===== src/pi_bus_pkg.sv =====
// bus widths, timeout limit, acknowledge and opcode codes, address union, request/response/bus structs
package pi_bus_pkg;

   localparam int pi_addr_w    = 30;          // word address on the bus
   localparam int pi_data_w    = 32;
   localparam int pi_tout_w    = 8;           // timer count width
   localparam int pi_mem_depth = 16;          // slave register words

   // wait-phase cycles before a transfer is aborted
   localparam logic [pi_tout_w-1:0] pi_tout_limit = 8'd255;

   localparam logic [1:0] pi_slave_region = 2'b11;

   // slave acknowledge, none means nobody answers the address
   typedef enum logic [2:0]
   {
      ACK_NONE = 3'b000,
      ACK_RDY  = 3'b001,
      ACK_WAT  = 3'b010,
      ACK_ERR  = 3'b011
   } pi_ack_e;

   typedef enum logic [3:0]
   {
      OPC_NOP  = 4'h0,                        // no transfer
      OPC_WORD = 4'h2                         // single word transfer
   } pi_opc_e;

   typedef struct packed
   {
      logic [1:0]  region;                    // decoded by the controller
      logic [23:0] unused;
      logic [3:0]  index;                     // register index in the slave
   } pi_addr_f_t;

   typedef union packed
   {
      logic [pi_addr_w-1:0] word;
      pi_addr_f_t           f;
   } pi_addr_u;

   typedef struct packed
   {
      pi_addr_u             addr;
      logic                 read;
      logic [pi_data_w-1:0] wdata;
      logic                 lock;             // keep the bus for the next request
   } pi_req_t;

   typedef struct packed
   {
      logic [pi_data_w-1:0] rdata;
      logic                 err;
      logic                 tout;
   } pi_rsp_t;

   // signals driven by the master onto the bus
   typedef struct packed
   {
      pi_addr_u             a;
      pi_opc_e              opc;
      logic                 read;
      logic                 lock;
      logic [pi_data_w-1:0] wdata;
   } pi_bus_t;

endpackage


===== src/pi_bus_ctrl.sv =====
// pi_bus_ctrl: bus controller FSM for grant, slave select, transfer end and timeout
module pi_bus_ctrl
(
   input  logic                clk,
   input  logic                rst,
   input  logic                bus_req,
   input  pi_bus_pkg::pi_bus_t bus,
   input  pi_bus_pkg::pi_ack_e ack,
   input  logic                expired,
   output logic                gnt,
   output logic                sel,
   output logic                xfer_done,
   output logic                tout,
   output logic                run,
   output logic                clear
);

   typedef enum logic [2:0]
   {
      ST_IDLE,
      ST_REQ,
      ST_ADDR,
      ST_ADDRDATA,                            // bus held under lock
      ST_DATA
   } state_e;

   state_e state;
   state_e state_nxt;
   logic   xfer_on;
   logic   hit;

   assign xfer_on = bus.opc != pi_bus_pkg::OPC_NOP;
   assign hit     = bus.a.f.region == pi_bus_pkg::pi_slave_region;

   assign gnt       = state == ST_REQ;
   assign sel       = (state == ST_DATA) && xfer_on && hit;
   assign xfer_done = (state == ST_DATA) && (expired || ack != pi_bus_pkg::ACK_WAT);
   assign tout      = (state == ST_DATA) && expired;
   assign run       = state == ST_DATA;     // every data cycle is counted
   assign clear     = xfer_done;

   always_comb
   begin
      state_nxt = state;
      case (state)
         ST_IDLE:
         begin
            if (bus_req)
               state_nxt = ST_REQ;
         end
         ST_REQ:
            state_nxt = ST_ADDR;              // one grant cycle
         ST_ADDR:
         begin
            if (xfer_on)
               state_nxt = ST_DATA;
            else
               state_nxt = ST_IDLE;           // master dropped the transfer
         end
         ST_ADDRDATA:
         begin
            if (xfer_on)
               state_nxt = ST_DATA;           // locked follow-on, no grant needed
            else if (!bus.lock)
               state_nxt = bus_req ? ST_REQ : ST_IDLE;
         end
         ST_DATA:
         begin
            if (xfer_done)
            begin
               // a timed-out transfer always gives the bus up
               if (bus.lock && !expired)
                  state_nxt = ST_ADDRDATA;
               else if (bus_req)
                  state_nxt = ST_REQ;
               else
                  state_nxt = ST_IDLE;
            end
         end
         default:
            state_nxt = ST_IDLE;
      endcase
   end

   always_ff @(posedge clk)
   begin
      if (rst)
         state <= ST_IDLE;
      else
         state <= state_nxt;
   end

   a_gnt_sel: assert property (@(posedge clk) disable iff (rst) !(gnt && sel));

   a_tout_done: assert property (@(posedge clk) disable iff (rst) tout |-> xfer_done);

endmodule


===== src/pi_bus_top.sv =====
// pi_bus_top: master port, bus controller, timeout timer and slave memory
module pi_bus_top
(
   input  logic                clk,
   input  logic                rst,
   input  logic                req_valid,
   input  pi_bus_pkg::pi_req_t req,
   input  logic                rsp_ready,
   input  logic                peripheral_ready,
   output logic                req_ready,
   output logic                rsp_valid,
   output pi_bus_pkg::pi_rsp_t rsp
);

   pi_bus_pkg::pi_bus_t              bus;
   pi_bus_pkg::pi_ack_e              ack;
   logic [pi_bus_pkg::pi_data_w-1:0] rdata;
   logic                             bus_req;
   logic                             gnt;
   logic                             sel;
   logic                             xfer_done;
   logic                             tout;
   logic                             run;
   logic                             clear;
   logic                             expired;

   pi_master_port u_master (.clk, .rst, .req_valid, .req, .rsp_ready, .gnt, .xfer_done,
                            .tout, .ack, .rdata, .req_ready, .rsp_valid, .rsp, .bus_req,
                            .bus);

   pi_bus_ctrl u_ctrl (.clk, .rst, .bus_req, .bus, .ack, .expired, .gnt, .sel, .xfer_done,
                       .tout, .run, .clear);

   pi_tout_timer u_timer (.clk, .rst, .run, .clear, .expired);

   pi_slave_mem u_slave (.clk, .rst, .sel, .bus, .peripheral_ready, .ack, .rdata);

endmodule


===== src/pi_master_port.sv =====
// pi_master_port: request/response handshake and bus master signalling
module pi_master_port
(
   input  logic                                 clk,
   input  logic                                 rst,
   input  logic                                 req_valid,
   input  pi_bus_pkg::pi_req_t                  req,
   input  logic                                 rsp_ready,
   input  logic                                 gnt,
   input  logic                                 xfer_done,
   input  logic                                 tout,
   input  pi_bus_pkg::pi_ack_e                  ack,
   input  logic [pi_bus_pkg::pi_data_w-1:0]     rdata,
   output logic                                 req_ready,
   output logic                                 rsp_valid,
   output pi_bus_pkg::pi_rsp_t                  rsp,
   output logic                                 bus_req,
   output pi_bus_pkg::pi_bus_t                  bus
);

   pi_bus_pkg::pi_req_t req_q;
   logic live;                                // high from the first cycle after reset
   logic pend;                                // request held, transfer not finished
   logic addr_on;                             // address and opcode on the bus
   logic owned;                               // grant kept by a locked transfer
   logic accept;
   logic finish;

   assign req_ready = live && !pend && !rsp_valid;
   assign accept    = req_valid && req_ready;
   assign finish    = xfer_done && addr_on;

   always_ff @(posedge clk)
   begin
      if (rst)
      begin
         live      <= 1'b0;
         pend      <= 1'b0;
         bus_req   <= 1'b0;
         addr_on   <= 1'b0;
         owned     <= 1'b0;
         rsp_valid <= 1'b0;
      end
      else
      begin
         live <= 1'b1;
         if (accept)
         begin
            pend <= 1'b1;
            if (owned)
               addr_on <= 1'b1;               // bus already held, skip request
            else
               bus_req <= 1'b1;
         end
         if (gnt && bus_req)
         begin
            bus_req <= 1'b0;
            addr_on <= 1'b1;
         end
         if (finish)
         begin
            pend      <= 1'b0;
            addr_on   <= 1'b0;
            owned     <= req_q.lock && !tout;
            rsp_valid <= 1'b1;
         end
         else if (rsp_valid && rsp_ready)
            rsp_valid <= 1'b0;
      end
   end

   always_ff @(posedge clk)
   begin
      if (accept)
         req_q <= req;
      if (finish)
      begin
         rsp.rdata <= rdata;
         rsp.err   <= (ack == pi_bus_pkg::ACK_ERR) || (ack == pi_bus_pkg::ACK_NONE);
         rsp.tout  <= tout;
      end
   end

   always_comb
   begin
      bus      = '0;
      bus.lock = owned;                       // keeps the grant between transfers
      if (addr_on)
      begin
         bus.a.word = req_q.addr.word;
         bus.opc    = pi_bus_pkg::OPC_WORD;
         bus.read   = req_q.read;
         bus.lock   = req_q.lock;
         bus.wdata  = req_q.wdata;
      end
   end

   a_rsp_hold: assert property (@(posedge clk) disable iff (rst)
      rsp_valid && !rsp_ready |=> rsp_valid && $stable(rsp));

endmodule


===== src/pi_slave_mem.sv =====
// pi_slave_mem: 16-word slave register memory with wait-state acknowledge
module pi_slave_mem
(
   input  logic                             clk,
   input  logic                             rst,
   input  logic                             sel,
   input  pi_bus_pkg::pi_bus_t              bus,
   input  logic                             peripheral_ready,
   output pi_bus_pkg::pi_ack_e              ack,
   output logic [pi_bus_pkg::pi_data_w-1:0] rdata
);

   logic [pi_bus_pkg::pi_data_w-1:0] mem [pi_bus_pkg::pi_mem_depth];
   logic                             wr_en;

   // slow device behind the registers stretches the data phase
   always_comb
   begin
      if (!sel)
         ack = pi_bus_pkg::ACK_NONE;
      else if (!peripheral_ready)
         ack = pi_bus_pkg::ACK_WAT;
      else
         ack = pi_bus_pkg::ACK_RDY;
   end

   assign wr_en = sel && peripheral_ready && !bus.read;  // write on ready only

   always_ff @(posedge clk)
   begin
      if (wr_en)
         mem[bus.a.f.index] <= bus.wdata;
   end

   assign rdata = mem[bus.a.f.index];

   // unmapped regions must never see an answer
   a_unmapped: assert property (@(posedge clk) disable iff (rst)
      bus.a.f.region != pi_bus_pkg::pi_slave_region |-> ack == pi_bus_pkg::ACK_NONE);

   a_wr_opc: assert property (@(posedge clk) disable iff (rst)
      wr_en |-> bus.opc != pi_bus_pkg::OPC_NOP);

endmodule


===== src/pi_tout_timer.sv =====
// pi_tout_timer: wait-phase counter that flags transfer timeout
module pi_tout_timer
(
   input  logic clk,
   input  logic rst,
   input  logic run,
   input  logic clear,
   output logic expired
);

   logic [pi_bus_pkg::pi_tout_w-1:0] cnt;
   logic [pi_bus_pkg::pi_tout_w-1:0] cnt_nxt;

   assign cnt_nxt = cnt + 1'b1;

   always_ff @(posedge clk)
   begin
      if (rst || clear)                       // clear wins over run
      begin
         cnt     <= '0;
         expired <= 1'b0;
      end
      else if (run)
      begin
         if (cnt_nxt == pi_bus_pkg::pi_tout_limit)
         begin
            cnt     <= '0;                    // wrap at the limit
            expired <= 1'b1;
         end
         else
         begin
            cnt     <= cnt_nxt;
            expired <= 1'b0;
         end
      end
      else
         expired <= 1'b0;
   end

   a_exp_run: assert property (@(posedge clk) disable iff (rst) expired |-> run);

endmodule


===== config.mk =====
export PLATFORM = sky130hd
export DESIGN_NAME = pi_bus_top
export DESIGN_NICKNAME = d
export VERILOG_FILES = /design/src/pi_bus_pkg.sv /design/src/pi_bus_ctrl.sv /design/src/pi_bus_top.sv /design/src/pi_master_port.sv /design/src/pi_slave_mem.sv /design/src/pi_tout_timer.sv
export SDC_FILE = /design/constraint.sdc
export NUM_CORES = 1
export LEC_CHECK = 0
export ABC_AREA = 0
export BUFFER_PORTS_ARGS = -buffer_cell sky130_fd_sc_hd__buf_2
export CAP_MARGIN = 20
export CORE_UTILIZATION = 28
export DETAILED_ROUTE_END_ITERATION = 10
export GPL_ROUTABILITY_DRIVEN = 0
export GPL_TIMING_DRIVEN = 0
export PLACE_DENSITY = 0.46
export SYNTH_ARGS = -nofsm -noshare
export SYNTH_HDL_FRONTEND = slang
export SYNTH_SLANG_ARGS = --single-unit

===== constraint.sdc =====
create_clock -name clk -period 4.8 [get_ports clk]
set_input_delay 0.96 -clock clk [delete_from_list [all_inputs] [get_ports clk]]
set_output_delay 0.96 -clock clk [all_outputs]
set_load 0.03 [all_outputs]

==> metrics.txt, run 1 <==
syn avg cell area 17.4 µm²; CP endpoint kind register; Starting Density 28.5%; CTS tree built; Fill cells a little under 8000; FFs w/ async S/R, synth 0%; Slew @ Worst Pin 1.18 ns; worst skew pair latency 0.62 ns; IO Pins around 110; Synthesis Warnings 0; nets 1592; antenna violations before repair 4; Hold/Removal Path Class reg2reg; clk sinks around 600; achievable frequency 0.240 GHz; mux cell area share after synthesis 6.73%; Hold Path End u_master.pend; drt first pass iters 7; P_leak 7.89 nW; Final WS setup 0.627 ns; grt ovf 0; Synth top area share 74.9%; die span in x 292 µm; largest stage delay on the critical path ~0.95 ns; post-synthesis simple-gate area fraction 4.51%; first-pass GRT wire length 104 mm; synthesized area 23500 µm²; reg2reg start u_master.addr_on; post-route antenna net violation count 0; M1 wire length about 32 mm; top cells by area, synth edfxtp_1 (75%), mux2i_1 (2.3%), mux2_2 (2.2%), mux4_2 (1.6%), dfxtp_1 (1.5%); Int Pwr 8.89 mW; post-synth cell types 71; R2R setup slack roughly 0.63 ns; Crit Path Class reg2reg; area of the die 85000 µm²; Buf/Inv on CP 5; Max-cap violations 0; largest family of logic cells by synthesized area compound AO/OA/AOI/OAI gates; switching pwr approximately 2.4 mW; met3 wire len 4.30 mm; FF/Latch Area 18000 µm²; die height between 200 and 300 µm; CORE AREA approximately 83000 µm²; hold path depth 1; Seq cells post-synth 604; TritonCTS Buffers 69; Max Transition Viols Final 0; Port Buf Inserts 80; dpl ws 0.683 ns; VDD IR max 0.000234 V; met2 wire length between 30 and 40 mm; endpoints failing hold 0; status finished, final reports clean; Synth Area in Adders less than 1%; sequential area share after synthesis 76.5%; largest net degree at the start of global routing between 40 and 50; worst hold slack 0.466 ns; combinational power share 2.8%; Clk pwr share 46.1%; Worst Path Max Fanout 19; gr usage total 17.2%; Final Util about a third; top layer in use met4; Post-synth top cells edfxtp_1 (586), mux2i_1 (54), nor2_1 (52); Crit path top cell by count buf_2; critical path arrival roughly 4.5 ns; share of layout cells above drive strength 1 22.3%; Syn Inst Count between 1000 and 1500; multi-input logic area 5100 µm²; RSZ-0062 raised after global routing false; vias post-DR 13600; CP cell instances buf_6 > buf_2 > buf_1 > buf_2 > nand4_1 > nor2_4 > buf_16; Post-DP Area around 26000 µm²; post-route setup TNS 0 ns; PD cells 403 nW/µm²; number of synthesized flops with an enable pin just under 600; post_cts resized 0; DRC viols 0; most frequent cell after synthesis edfxtp_1; post-synthesis compound-gate area fraction roughly 10%; count of final setup violators 0; final setup skew about 0.022 ns; syn nets 1422; Post-DP HPWL 46.3 mm; Routed WL 73.4 mm; Crit path depth 7; slew margin rel. about a fifth; Seq pwr share 51.1%; switching share of total power 20.9%; number of global-route vias before repair 13800; Root Buffer clkbuf_16; post-synth top area cell edfxtp_1; Via density ~5.1; Area growth syn-to-layout 19.0%; crit path launch type register; drt initial violations ~1200; # Post-CTS Setup Buffers 0; Hold Path Origin u_master.pend; min Tclk post-route ~4.2 ns; Critical Path RT 5.11 ns; maximum level of the CTS H-tree 3; design area 27900 µm²; post-synthesis xor/xnor area fraction 0.0746%; CP max-delay cell nor2_4; Worst-path clk slew around 0.050 ns; worst reg2reg path depth 7; top cell family by delay on the critical path buffers and inverters; wire per inst 27.8 µm; reg2reg end u_slave.mem[6][23]; CTS max path bufs 3; Core Rows 105; Final Cycle Share 86.9%; Post-CTS Hold Buffers 0; predominant post-synthesis flop cell edfxtp_1
-- worst register-to-register path: stages (launching register included) --
cell	delay, ns
dfxtp_1	0.33
buf_6	0.15
buf_2	0.31
buf_1	0.87
buf_2	0.52
nand4_1	0.48
nor2_4	0.95
buf_16	0.26
-- power groups by stage --
| stage | sequential (mW) | clock (mW) | combinational [mW] |
|---|---|---|---|
| after floorplan | 5.86 | 0 | 0.168 |
| after global placement | 5.87 | 0 | 0.309 |
| after detailed placement | 5.86 | 0 | 0.313 |
| after CTS | 5.75 | 5.28 | 0.314 |
| after global routing | 5.75 | 5.47 | 0.330 |
| final | 5.75 | 5.18 | 0.311 |
-- cells by family (layout without fill, tap and decap cells) --
group / after synthesis / in the layout
flops: 604 / 604
other cells: 0 / 1
fa+ha+maj: 2 / 2
buf+inv: 101 / 321
simple gates: 197 / 197
xor+xnor: 2 / 2
compound gates: 318 / 318
mux: 127 / 127
-- worst max-delay path by stage --
| stage | start | to | slack, ns |
|---|---|---|---|
| CTS | u_master.addr_on | u_slave.mem[6][12] | 0.67 |
| global route | u_master.addr_on | u_slave.mem[6][12] | 0.57 |
| finish | u_master.addr_on | u_slave.mem[6][23] | 0.63 |
| global placement | u_master.addr_on | u_slave.mem[10][21] | -1.52 |
| floorplan | peripheral_ready | u_slave.mem[10][0] | 1.69 |
| detailed placement | u_master.addr_on | u_slave.mem[6][10] | 0.68 |
-- flip-flops by register name (all words and copies together) (netlist names) --
signal	cells
u_master.bus_req	1
u_slave.mem	512
u_master.pend	1
u_master.owned	1
u_master.rsp_valid	1
u_master.rsp	34
u_master.req_q	40
u_master.addr_on	1
u_ctrl.state	3
u_master.live	1
u_timer.expired	1
u_timer.cnt	8
-- layout make-up --
class | count | share of cell area, %
clock buffer | 82 | 6.58
tap | 1070 | 4.79
inverter | 11 | 0.148
multi-input combinational | 646 | 18.3
sequential | 604 | 64.3
timing repair buffer | 99 | 2.84
antenna | 1 | 0.00896
buffer | 90 | 1.82
clock inverter | 39 | 1.28
-- layer usage --
layer,up-vias,global-route usage (%)
met5,-,0
met3,111,3.18
met4,0,5.94
met1,7166,22.9
li1,5865,-
met2,464,28.2
-- metrics by stage --
| step | power, mW | std cells |
|---|---|---|
| global route | 11.6 | 2641 |
| detailed placement | 6.18 | 2520 |
| global placement | 6.17 | 2501 |
| floorplan | 6.03 | 1351 |
| finish | 11.2 | 2642 |
| CTS | 11.3 | 2641 |
-- cells in the final DEF, fill, tap and decap left out, types with 9 or more instances in the layout --
cell type,count
mux4_2,17
a221o_1,9
o221ai_1,25
a22oi_1,31
clkbuf_1,39
clkinv_1,14
inv_1,10
a311o_1,9
a211oi_1,29
a21oi_1,51
nand3_1,10
o22ai_1,45
clkinv_2,13
mux2_2,45
clkbuf_16,72
nand2_1,31
nor2b_1,10
mux2i_1,54
nor2_1,36
edfxtp_1,586
and2_1,40
a221oi_1,28
and3_1,10
nor2_4,16
o21ai_0,32
buf_2,117
buf_12,14
buf_4,9
buf_6,12
dfxtp_1,18
Note: power is estimated with default switching activity, not from simulation.
==> run 2: changes to the inputs <==
Settings changed: ABC_AREA 0 to 1.
==> run 2 against run 1 <==
  * Register-to-register slack improved by 0.44 ns
  * Design area fell by 3.4%
  * Synthesized area fell by 3.6%
  * Clock power fell by 5.8%
  * Fmax rose by 12%
  * First-iteration DRC count rose by 3.4%
  * Core utilization rose by 0.076 points
  * Synthesized cell count rose by 13%
  * Clock skew fell by 0.0071 ns
  * Wire length fell by 9.3%
  * Critical path type unchanged
  * Largest power group unchanged
==> metrics.txt, run 2 <==
Root Buffer clkbuf_16; Synthesis Warnings 0; most frequent cell after synthesis edfxtp_1; Port Buf Inserts 79; Final WS setup 1.07 ns; Crit Path Class reg2reg; Syn Inst Count about 1500; Routed WL 66.7 mm; achievable frequency 0.268 GHz; Largest regs u_slave.mem x512, u_master.req_q x40, u_master.rsp x34; syn avg cell area roughly 15 µm²; drt first pass iters 5; post-synth top area cell edfxtp_1; Post-synth top cells edfxtp_1 (586), nand2_1 (379), a22oi_1 (189); CTS max path bufs 3; M1 wire length between 20 and 30 mm; crit path launch type register; met3 wire len approximately 4.4 mm; Slew @ Worst Pin 1.11 ns; predominant post-synthesis flop cell edfxtp_1; FFs w/ async S/R, synth 0%; slew margin rel. roughly 26%; drt initial violations 1213; top layer in use met4; post_cts resized 0; number of global-route vias before repair 13500; worst hold slack 0.484 ns; first-pass GRT wire length 95.1 mm; CTS tree built; endpoints failing hold 0; top cells by area, synth edfxtp_1 (78%), nand2_1 (6.3%), a22oi_1 (6.3%), dfxtp_1 (1.6%), nand4_1 (1.2%); DRC viols 0; P_leak 10.3 nW; Area growth syn-to-layout 19.2%; synthesized area 22600 µm²; Critical Path RT 5.09 ns; Core Rows 103; Post-DP HPWL 41.7 mm; die span in x 286 µm; count of final setup violators 0; PD cells 399 nW/µm²; met2 wire length 32.4 mm; Largest register FFs 512; min Tclk post-route 3.73 ns; clk sinks 604; Max-cap violations 0; most frequent cells in the layout edfxtp_1 (586), nand2_1 (379), a22oi_1 (189), buf_2 (115), clkbuf_16 (71); TritonCTS Buffers 66; status finished, final reports clean; sequential area share after synthesis between 70 and 80%; Post-CTS Hold Buffers 0; Final Util 33.9%; Post-DP Area 24900 µm²; syn nets between 1500 and 2000; CP endpoint kind register; final setup skew 0.0151 ns; share of layout cells above drive strength 1 15.5%; maximum level of the CTS H-tree 3; Final Cycle Share 77.7%; nets 1768; Via density about 4.8; Worst-path clk slew roughly 0.060 ns; critical path arrival roughly 4 ns; Hold/Removal Path Class reg2reg; area of the die between 80000 and 90000 µm²; Worst Path Max Fanout 17; # Post-CTS Setup Buffers 0; largest net degree at the start of global routing 25; Synth top area share 77.8%; Max Transition Viols Final 0; wire per inst 23.9 µm; vias post-DR 13400; number of synthesized flops with an enable pin 586; RSZ-0062 raised after global routing false; post-route setup TNS 0 ns; gr usage total 16.3%; die height 286 µm; Biggest register u_slave.mem; post-synth cell types 33; antenna violations before repair 0; VDD IR max around 0.00023 V; worst skew pair latency 0.60 ns; Seq cells post-synth between 600 and 700; Starting Density 28.5%; IO Pins about 110; CORE AREA approximately 80000 µm²; design area 27000 µm²; commonest non-fill, non-tap cell in the layout edfxtp_1; post-route antenna net violation count 0; grt ovf 0; dpl ws 1.12 ns; Ant. Diodes 0
run 2: cell type report:
cell class	count	area, µm²
clock buffer	86	1840
inverter	65	244
tap	1050	1310
clock inverter	26	210
multi-input combinational	785	4170
timing repair buffer	100	861
sequential	604	18000
buffer	75	390
fill	7685	52500
run 2: report_power, final:
| group | switching [mW] | total (mW) | internal (mW) |
|---|---|---|---|
| logic | 0.107 | 0.144 | 0.0367 |
| registers | 0.00769 | 5.75 | 5.74 |
| clock network | 2.02 | 4.88 | 2.86 |
| total | 2.14 | 10.8 | 8.64 |
run 2: path summary, 6_finish.rpt:
check | from | endpoint | slack, ns | cells after the start
max | u_master.addr_on | u_slave.mem[14][27] | 1.07 | 7
min | u_master.pend | u_master.pend | 0.48 | 1
max reg2reg | u_master.addr_on | u_slave.mem[14][27] | 1.07 | 7
min reg2reg | u_master.pend | u_master.pend | 0.48 | 1
run 2: kinds of logic after synthesis:
group / synth area share, %
buf+inv: 2.80
simple gates: 10.1
flops: 79.3
fa+ha+maj: 0.111
compound gates: 7.63
run 2: per-stage QoR:
| stage | total power, mW | instances |
|---|---|---|
| floorplan | 5.93 | 1529 |
| global placement | 6.00 | 2658 |
| detailed placement | 6.01 | 2679 |
| CTS | 10.9 | 2791 |
| global route | 11.1 | 2791 |
| finish | 10.8 | 2791 |
run 2: worst max-delay path, stage by stage, from the launching register on:
cell,delay (ns)
dfxtp_1,0.31
buf_4,0.19
nand2_1,0.20
nor2_1,0.34
clkbuf_1,0.86
inv_1,0.42
nor2_4,0.81
buf_12,0.27
run 2: routing by layer:
metal | global-route usage (%) | vias to the layer above
met4 | 4.06 | 0
met3 | 3.29 | 98
met1 | 21.8 | 6756
met2 | 27.0 | 453
li1 | - | 6059
met5 | 0 | -
